===== config.mk =====
export PLATFORM = sky130hd
export DESIGN_NAME = l1_cache_top
export DESIGN_NICKNAME = d
export VERILOG_FILES = /design/src/rtl/cache_pkg.sv /design/src/rtl/mem_pkg.sv /design/src/rtl/cache_ifs.sv /design/src/rtl/cache_ctrl.sv /design/src/rtl/data_array.sv /design/src/rtl/fill_merge.sv /design/src/rtl/l1_cache_top.sv /design/src/rtl/mem_link.sv
export SDC_FILE = /design/constraint.sdc
export NUM_CORES = 2
export LEC_CHECK = 0
export BUFFER_PORTS_ARGS = -buffer_cell sky130_fd_sc_hd__buf_2
export CAP_MARGIN = 40
export CELL_PAD_IN_SITES_DETAIL_PLACEMENT = 2
export CELL_PAD_IN_SITES_GLOBAL_PLACEMENT = 2
export CORE_ASPECT_RATIO = 1.1
export CORE_MARGIN = 2
export CORE_UTILIZATION = 54
export DETAILED_ROUTE_END_ITERATION = 7
export HOLD_SLACK_MARGIN = 0.06
export PLACE_DENSITY = 0.88
export SLEW_MARGIN = 20
export SYNTH_ARGS = -nofsm -noshare
export SYNTH_HDL_FRONTEND = slang
export SYNTH_SLANG_ARGS = --single-unit

===== constraint.sdc =====
create_clock -name clk -period 12.42 [get_ports clk]
set_input_delay 1.242 -clock clk [delete_from_list [all_inputs] [get_ports clk]]
set_output_delay 1.242 -clock clk [all_outputs]
set_load 0.01 [all_outputs]

===== src/rtl/cache_pkg.sv =====
package cache_pkg;

    // word address is [31:26] unused, [25:6] tag and [5:0] index
    localparam int ADDR_W  = 32;
    localparam int TAG_W   = 20;
    localparam int INDEX_W = 6;
    localparam int DATA_W  = 32;

    typedef enum logic [1:0]
    {
        ST_IDLE       = 2'b00,
        ST_COMPARE    = 2'b01,
        ST_WRITE_BACK = 2'b10,
        ST_ALLOCATE   = 2'b11
    } ctrl_state_t;

    typedef enum logic
    {
        CPU_READ  = 1'b0,
        CPU_WRITE = 1'b1
    } cpu_op_t;

endpackage


===== src/rtl/mem_pkg.sv =====
package mem_pkg;

    // line address toward L2 is tag plus index
    localparam int MEM_ADDR_W = 26;

    // wide enough for up to 7 credits
    localparam int CREDIT_W = 3;

    typedef enum logic
    {
        MEM_REFILL_READ = 1'b0,
        MEM_WRITE_BACK  = 1'b1
    } mem_op_t;

endpackage


===== src/rtl/cache_ifs.sv =====
`timescale 1ns/1ps

// controller to data array and fill merge
interface array_if;
    import cache_pkg::*;

    logic [INDEX_W-1:0] rd_index;
    logic               wr_en;
    logic [INDEX_W-1:0] wr_index;
    logic               fill_sel;
    logic [DATA_W-1:0]  wr_data;
    logic [DATA_W-1:0]  rd_data;

    // rd_data also feeds the write-back payload
    modport ctrl (output rd_index, output wr_en, output wr_index, output fill_sel,
                  input rd_data);
    modport array (input rd_index, input wr_en, input wr_index, input wr_data,
                   output rd_data);
    modport merge (input fill_sel, input rd_data, output wr_data);
endinterface

// controller to L2 link with transfer on valid && ready
interface mem_req_if;
    import cache_pkg::*;
    import mem_pkg::*;

    logic                  valid;
    mem_op_t               op;
    logic [MEM_ADDR_W-1:0] addr;
    logic [DATA_W-1:0]     wdata;
    logic                  ready;

    modport ctrl (output valid, output op, output addr, output wdata, input ready);
    modport link (input valid, input op, input addr, input wdata, output ready);
endinterface


===== src/rtl/cache_ctrl.sv =====
`timescale 1ns/1ps

module cache_ctrl (
    input  logic                           clk,
    input  logic                           nrst,
    input  logic                           req_valid,
    input  cache_pkg::cpu_op_t             req_op,
    input  logic [cache_pkg::ADDR_W-1:0]   req_addr,
    input  logic                           flush,
    input  logic                           mem_resp_valid,
    output logic                           stall,
    output logic                           resp_valid,
    array_if.ctrl                          arr,
    mem_req_if.ctrl                        mreq
);
    import cache_pkg::*;
    import mem_pkg::*;

    localparam int SETS = 1 << INDEX_W;

    logic [TAG_W-1:0]   tag_mem [0:SETS-1];
    logic [SETS-1:0]    valid_bits;
    logic [SETS-1:0]    dirty_bits;
    ctrl_state_t        state;
    ctrl_state_t        next_state;
    cpu_op_t            op_q;
    logic [TAG_W-1:0]   tag_q;
    logic [INDEX_W-1:0] idx_q;
    logic               refill_sent;
    logic               hit;
    logic               victim_dirty;
    logic               issue;
    logic               refill_done;

    assign hit          = valid_bits[idx_q] && (tag_mem[idx_q] == tag_q);
    assign victim_dirty = valid_bits[idx_q] && dirty_bits[idx_q];
    assign issue        = mreq.valid && mreq.ready;
    assign refill_done  = (state == ST_ALLOCATE) && refill_sent && mem_resp_valid;
    assign stall        = (state != ST_IDLE);

    always_comb
    begin
        next_state = state;
        case (state)
            ST_IDLE:
                if (req_valid)
                    next_state = ST_COMPARE;
            ST_COMPARE:
                if (hit)
                    next_state = ST_IDLE;
                else if (victim_dirty)
                    next_state = ST_WRITE_BACK;
                else
                    next_state = ST_ALLOCATE;
            // held here while no credit is left
            ST_WRITE_BACK:
                if (issue)
                    next_state = ST_ALLOCATE;
            ST_ALLOCATE:
                if (refill_done)
                    next_state = ST_IDLE;
            default:
                next_state = ST_IDLE;
        endcase
    end

    always_ff @(posedge clk or negedge nrst)
    begin
        if (!nrst)
            state <= ST_IDLE;
        else
            state <= next_state;
    end

    // accepted request
    always_ff @(posedge clk)
    begin
        if ((state == ST_IDLE) && req_valid)
        begin
            op_q  <= req_op;
            tag_q <= req_addr[INDEX_W +: TAG_W];
            idx_q <= req_addr[INDEX_W-1:0];
        end
    end

    always_ff @(posedge clk or negedge nrst)
    begin
        if (!nrst)
            refill_sent <= 1'b0;
        else if (refill_done)
            refill_sent <= 1'b0;
        else if ((state == ST_ALLOCATE) && issue)
            refill_sent <= 1'b1;
    end

    // flush drops dirty lines without write-back
    always_ff @(posedge clk or negedge nrst)
    begin
        if (!nrst)
        begin
            valid_bits <= '0;
            dirty_bits <= '0;
        end
        else if ((state == ST_IDLE) && flush)
        begin
            valid_bits <= '0;
            dirty_bits <= '0;
        end
        else if ((state == ST_COMPARE) && hit && (op_q == CPU_WRITE))
            dirty_bits[idx_q] <= 1'b1;
        else if (refill_done)
        begin
            valid_bits[idx_q] <= 1'b1;
            dirty_bits[idx_q] <= (op_q == CPU_WRITE);
        end
    end

    always_ff @(posedge clk)
    begin
        if (refill_done)
            tag_mem[idx_q] <= tag_q;
    end

    always_ff @(posedge clk or negedge nrst)
    begin
        if (!nrst)
            resp_valid <= 1'b0;
        else
            resp_valid <= ((state == ST_COMPARE) && hit) || refill_done;
    end

    // store data on writes, refill word on read misses
    assign arr.rd_index = idx_q;
    assign arr.wr_index = idx_q;
    assign arr.wr_en    = ((state == ST_COMPARE) && hit && (op_q == CPU_WRITE)) || refill_done;
    assign arr.fill_sel = (op_q == CPU_READ);

    assign mreq.valid = (state == ST_WRITE_BACK) || ((state == ST_ALLOCATE) && !refill_sent);
    assign mreq.op    = (state == ST_WRITE_BACK) ? MEM_WRITE_BACK : MEM_REFILL_READ;
    // victim address on write-back
    assign mreq.addr  = (state == ST_WRITE_BACK) ? {tag_mem[idx_q], idx_q} : {tag_q, idx_q};
    assign mreq.wdata = arr.rd_data;

endmodule


===== src/rtl/data_array.sv =====
`timescale 1ns/1ps

module data_array (
    input  logic    clk,
    array_if.array  arr
);
    import cache_pkg::*;

    localparam int SETS = 1 << INDEX_W;

    logic [DATA_W-1:0] words [0:SETS-1];

    always_ff @(posedge clk)
    begin
        if (arr.wr_en)
            words[arr.wr_index] <= arr.wr_data;
    end

    // read is combinational so the victim word is ready in compare
    assign arr.rd_data = words[arr.rd_index];

endmodule


===== src/rtl/fill_merge.sv =====
`timescale 1ns/1ps

module fill_merge (
    input  logic [cache_pkg::DATA_W-1:0]  req_wdata,
    input  logic [cache_pkg::DATA_W-1:0]  mem_resp_rdata,
    output logic [cache_pkg::DATA_W-1:0]  resp_rdata,
    array_if.merge                        arr
);
    import cache_pkg::*;

    logic [DATA_W-1:0] fill_word;

    // one word per line so the refill word replaces the whole line
    assign fill_word = mem_resp_rdata;

    // req_wdata is held by the processor while stall is high
    always_comb
    begin
        if (arr.fill_sel)
            arr.wr_data = fill_word;
        else
            arr.wr_data = req_wdata;
    end

    // array was written the cycle before resp_valid so for writes this is the stored word
    assign resp_rdata = arr.rd_data;

endmodule


===== src/rtl/l1_cache_top.sv =====
`timescale 1ns/1ps

module l1_cache_top #(
    parameter int L2_CREDITS = 2
) (
    input  logic                             clk,
    input  logic                             nrst,
    input  logic                             req_valid,
    input  cache_pkg::cpu_op_t               req_op,
    input  logic [cache_pkg::ADDR_W-1:0]     req_addr,
    input  logic [cache_pkg::DATA_W-1:0]     req_wdata,
    input  logic                             flush,
    output logic                             stall,
    output logic                             resp_valid,
    output logic [cache_pkg::DATA_W-1:0]     resp_rdata,
    output logic                             mem_req_valid,
    output mem_pkg::mem_op_t                 mem_req_op,
    output logic [mem_pkg::MEM_ADDR_W-1:0]   mem_req_addr,
    output logic [cache_pkg::DATA_W-1:0]     mem_req_wdata,
    input  logic                             mem_credit,
    input  logic                             mem_resp_valid,
    input  logic [cache_pkg::DATA_W-1:0]     mem_resp_rdata
);

    array_if   u_arr_if ();
    mem_req_if u_mreq_if ();

    cache_ctrl u_ctrl (
        .clk            (clk),
        .nrst           (nrst),
        .req_valid      (req_valid),
        .req_op         (req_op),
        .req_addr       (req_addr),
        .flush          (flush),
        .mem_resp_valid (mem_resp_valid),
        .stall          (stall),
        .resp_valid     (resp_valid),
        .arr            (u_arr_if.ctrl),
        .mreq           (u_mreq_if.ctrl)
    );

    data_array u_data (
        .clk (clk),
        .arr (u_arr_if.array)
    );

    fill_merge u_merge (
        .req_wdata      (req_wdata),
        .mem_resp_rdata (mem_resp_rdata),
        .resp_rdata     (resp_rdata),
        .arr            (u_arr_if.merge)
    );

    mem_link #(
        .L2_CREDITS (L2_CREDITS)
    ) u_link (
        .clk           (clk),
        .nrst          (nrst),
        .mem_credit    (mem_credit),
        .mem_req_valid (mem_req_valid),
        .mem_req_op    (mem_req_op),
        .mem_req_addr  (mem_req_addr),
        .mem_req_wdata (mem_req_wdata),
        .mreq          (u_mreq_if.link)
    );

endmodule


===== src/rtl/mem_link.sv =====
`timescale 1ns/1ps

module mem_link #(
    parameter int L2_CREDITS = 2
) (
    input  logic                             clk,
    input  logic                             nrst,
    input  logic                             mem_credit,
    output logic                             mem_req_valid,
    output mem_pkg::mem_op_t                 mem_req_op,
    output logic [mem_pkg::MEM_ADDR_W-1:0]   mem_req_addr,
    output logic [cache_pkg::DATA_W-1:0]     mem_req_wdata,
    mem_req_if.link                          mreq
);
    import mem_pkg::*;

    logic [CREDIT_W-1:0] credits;
    logic                issue;

    assign mreq.ready = (credits != '0);
    assign issue      = mreq.valid && mreq.ready;

    // spend and return may land in the same cycle
    always_ff @(posedge clk or negedge nrst)
    begin
        if (!nrst)
            credits <= CREDIT_W'(L2_CREDITS);
        else
        begin
            case ({issue, mem_credit})
                2'b10:   credits <= credits - 1'b1;
                2'b01:   credits <= credits + 1'b1;
                default: credits <= credits;
            endcase
        end
    end

    always_ff @(posedge clk or negedge nrst)
    begin
        if (!nrst)
            mem_req_valid <= 1'b0;
        else
            mem_req_valid <= issue;
    end

    always_ff @(posedge clk)
    begin
        if (issue)
        begin
            mem_req_op    <= mreq.op;
            mem_req_addr  <= mreq.addr;
            mem_req_wdata <= mreq.wdata;
        end
    end

endmodule


==> results of run 1 <==
-- cells in the mapped netlist, types with 25 or more instances --
master and number:
nor2_1 153, buf_2 100, dfrtp_1 135, o21ai_0 102, mux2_2 129, mux2i_1 359
nand2_1 272, mux4_2 813, buf_6 28, o22ai_1 25, nand3_1 93, a22oi_1 158
buf_4 50, clkbuf_1 185, a21oi_1 97, edfxtp_1 3414, o21a_1 67
-- through the flow --
step	hold slack, ps	std cells	setup slack, ps	instance area (um^2)
after floorplan	424	6526	7200	139000
after global placement	462	9927	4670	145000
-- cells by family after synthesis --
kind of cell	after synthesis	synth area share, %
DFF	3556	76.5
muxes	1304	16.9
and+or+nand+nor	694	2.36
AOI/OAI and AO/OA	554	2.67
buffers and inverters	402	1.48
xor gates and xnor gates	14	0.0884
adders and majority gates	2	0.0235
==> key figures, run 1 <==
Logic synthesis
  – Async SR Flop Fraction: 3.82%
  – Cell taking the most area after synthesis: edfxtp_1
  – Post-synth EDFFs: 3,414
  – Synth top area share: 73.9%
  – Ys Warns: 0
  – Cell variety after synth: 73
  – Post-Syn Area: 139,000 um^2
  – Syn_nets: 6,631
  – FF+latch count, synth: 3,556
  – Avg Inst Size Synth: 21.2 um^2
  – Seq/Total Area, Yosys: 76.5%
  – Synth top area cells: edfxtp_1, mux4_2, mux2i_1
  – Post-synth top flop: edfxtp_1
  – Cell count after synthesis: 6,526

Floorplanning
  – Initial Util: 54.2%
  – Die Wd: 487 um
  – Row count: 195
  – # IOs: 197
  – Chip height: 535 um

Place
  – GP Congestion: 0.852
  – Count of input and output buffers: 190
  – DPL Wire Length: 385,000 um

Run status
  – Failed at: detailed placement (3_5_place_dp)
  – Status: stopped before the end
  – Err: [ERROR DPL-0033] detailed placement checks failed during check placement.
==> run 2: changes to the inputs <==
--- a/config.mk
+++ b/config.mk
@@ -7,14 +7,10 @@
 export LEC_CHECK = 0
 export BUFFER_PORTS_ARGS = -buffer_cell sky130_fd_sc_hd__buf_2
 export CAP_MARGIN = 40
-export CELL_PAD_IN_SITES_DETAIL_PLACEMENT = 2
-export CELL_PAD_IN_SITES_GLOBAL_PLACEMENT = 2
-export CORE_ASPECT_RATIO = 1.1
 export CORE_MARGIN = 2
-export CORE_UTILIZATION = 54
+export CORE_UTILIZATION = 40
 export DETAILED_ROUTE_END_ITERATION = 7
-export HOLD_SLACK_MARGIN = 0.06
-export PLACE_DENSITY = 0.88
+export PLACE_DENSITY_LB_ADDON = 0.15
 export SLEW_MARGIN = 20
 export SYNTH_ARGS = -nofsm -noshare
 export SYNTH_HDL_FRONTEND = slang
==> key figures, run 2 <==
Floorplanning
  – # IOs: 197 (unchanged)
  – Initial Util: 40.1% (was 54.2%)
  – Total die area: 351,000 um^2
  – Core Box Area: 346,000 um^2
  – Chip height: 593 um (was 535 um)
  – Row count: 216 (was 195)
  – Die Wd: 593 um (was 487 um)

STA
  – Pins over their slew limit: 0
  – Min Tclk post-route: 7740 ps
  – Endpoints failing setup: 0
  – Setup TNS: 0 ps
  – Hold_ws: 360 ps
  – Worst slew margin: 16.6%
  – Worst-Margin Slew: 1250 ps
  – Clk_skew: 59.9 ps
  – Final Cycle Share: 62.4%
  – RSZ-0062 raised after global routing: no
  – Hold Fails Final Rpt: 0
  – Max Clk Rate: 0.129 GHz

Global route
  – Initial antenna violation count: 11
  – Largest net degree at the start of global routing: 148
  – Number of global-route vias before repair: 70,100
  – Remaining global-route overflow: 0
  – Global-route wire length before repair: 561,000 um
  – Tot GR Track Use: 23.0%

Clocking
  – CTS tree: yes
  – Post-CTS setup buffer count: 0
  – Hold-fix buffers, CTS: 0
  – Clk Latency, worst-skew pair: 950 ps
  – Clk root buf: clkbuf_16
  – Number of cells upsized or downsized after cts: 0
  – CTS Buf Count: 379
  – CTS clk-pin slew, worst paths: 60 ps
  – CTS sink count: 3,556
  – Htree depth: 5
  – CTS Buffer Depth: 4

Critical path
  – Critical path arrival: 8280 ps
  – Crit-path cells: buf_4 > and2_2 > buf_4 > a22oi_1 > nand3_1 > nand4_1 > o21ai_0 > o211ai_1 > nor4_1 > clkdlybuf4s15_2 > nand4b_1 > buf_4 > buf_16 > buf_4 > buf_16 > a21oi_4 > buf_4
  – Critical Path Sink Type: flip-flop
  – CP most frequent cell: buf_4
  – Worst Reg2Reg Path Length in Cells: 17
  – R2r setup slk: 4680 ps
  – Max FO, Critical Path: 49
  – Max incr delay on CP: 780 ps
  – FF-to-FF End: u_data.words[49][2]$_DFFE_PP_
  – Crit Path Category: flip-flop to flip-flop
  – Worst Setup Start Kind: flip-flop
  – Critical Path Slowest Stage Cell: and2_2
  – Worst Path Required: 12,950 ps

Detailed routing
  – DRC: 0
  – DRT antenna net count: 0
  – Routed vias: 69,600
  – Drt via density: 5.82
  – Routed length per placed instance: 34.0 um
  – TritonRoute pass-1 iters: 5
  – 1st-iter DRT viols: 7,850
  – Post-Route WL: 407,000 um

Power
  – Leak Pwr: 0.0519 uW
  – Tot Pwr: 28,800 uW
  – Power Density: 179 nW/um^2
  – Maximum vdd drop: 161 uV

Logic synthesis
  – Top post-synthesis cells by count: edfxtp_1, mux4_2, mux2i_1 (unchanged)
  – Combinational family with the most area after synthesis: multiplexers (unchanged)
  – Mux cell area share after synthesis: 16.9% (unchanged)
  – Post-Synth Adder-Cell Area: 0.0235% (unchanged)
  – Synth top area share: 73.9% (unchanged)
  – Post-Syn Area: 139,000 um^2 (unchanged)
  – Cell taking the most area after synthesis: edfxtp_1 (unchanged)
  – Xor/xnor share of the synthesized area: 0.0884% (unchanged)
  – Syn_nets: 6,631 (unchanged)
  – Seq/Total Area, Yosys: 76.5% (unchanged)
  – Post-synthesis compound-gate area fraction: 2.67% (unchanged)
  – Ys Warns: 0 (unchanged)
  – Cell count after synthesis: 6,526 (unchanged)
  – Post-synth top flop: edfxtp_1 (unchanged)
  – Synth top area cells: edfxtp_1, mux4_2, mux2i_1 (unchanged)
  – Count leader, synth: edfxtp_1 (unchanged)
  – Cell variety after synth: 73 (unchanged)
  – Post-Synth Simple-Gate Area: 2.36% (unchanged)
  – Post-synth EDFFs: 3,414 (unchanged)
  – Avg Inst Size Synth: 21.2 um^2 (unchanged)
  – Async SR Flop Fraction: 3.82% (unchanged)
  – FF+latch count, synth: 3,556 (unchanged)

Cells and area
  – Commonest non-fill, non-tap cell in the layout: edfxtp_1
  – Largest register FFs: 2,048
  – Layout cells sized above 1: 29.8%
  – Most flops, register: u_data.words
  – Top Registers: u_data.words x2048, u_ctrl.tag_mem x1280
  – Layout net count: 7,178
  – Most frequent cells in the layout: edfxtp_1, mux4_2, clkbuf_16
  – Area grow syn2layout: 16.2%

Run status
  – Status: completed (was stopped before the end)

Worst hold path
  – Worst hold path class: input pin to asynchronous set/reset pin

Place
  – DPL Wire Length: 236,000 um (was 385,000 um)
  – GP Congestion: 0.789 (was 0.852)
  – Count of input and output buffers: 190 (unchanged)

Job
  – Max-cap violation count: 0
[run 2: layout make-up]
cell class,count,area [um^2]
timing repair buffer,551,5470
clock buffer,461,10000
multi-input combinational,2568,31600
antenna,2,5.00
fill,28600,185000
sequential,3556,106000
inverter,17,78.8
tap,4578,5730
clock inverter,232,2120
[run 2: per-stage QoR]
stage | cell area [um^2] | util, % | setup WS [ps] | instances
after floorplan | 139000 | - | 7200 | 6526
after global placement | 146000 | 42.4 | 3640 | 11200
after detailed placement | 149000 | 43.0 | 4630 | 11300
after CTS | 161000 | 46.5 | 4350 | 12000
after global routing | 161000 | 46.6 | 4580 | 12000
final | 161000 | 46.6 | 4680 | 12000
[run 2: kinds of logic after synthesis]
logic type,Yosys count
AOI/OAI and AO/OA,554
xor gates and xnor gates,14
adders and majority gates,2
buffers and inverters,402
DFF,3556
muxes,1304
and+or+nand+nor,694
[run 2: worst max-delay path by stage]
stage / endpoint / slack, ps / cells past startpoint
final: u_data.words[49][2]$_DFFE_PP_ / 4680 / 17
after global placement: u_data.words[8][10]$_DFFE_PP_ / 3640 / 14
after CTS: resp_rdata[25] / 4350 / 10
after detailed placement: u_data.words[49][19]$_DFFE_PP_ / 4630 / 16
after global routing: resp_rdata[25] / 4580 / 10
after floorplan: u_data.words[32][0]$_DFFE_PP_ / 7200 / 17
[run 2: layer usage]
metal  wire [um]  global-route usage, %
met5          27                      0
met1      171000                   31.8
met3       22800                   2.62
met4       13100                   7.03
met2      200000                   38.3
[run 2: report_power, final]
| part | total (uW) | leakage [uW] | switching, uW | internal, uW |
|---|---|---|---|---|
| clock network | 11200 | 0.00597 | 4700 | 6450 |
| registers | 13800 | 0.0326 | 165 | 13600 |
| logic | 3880 | 0.0133 | 2340 | 1550 |
[run 2: critical path: cells and delay by family (launching register included)]
family	cells	cell delay [ps]
AND/OR/NAND/NOR	5	2030
buffers and inverters	8	2990
flip-flops	1	670
AO/OA/AOI/OAI	4	1450
(Power assumes the default switching activity.)
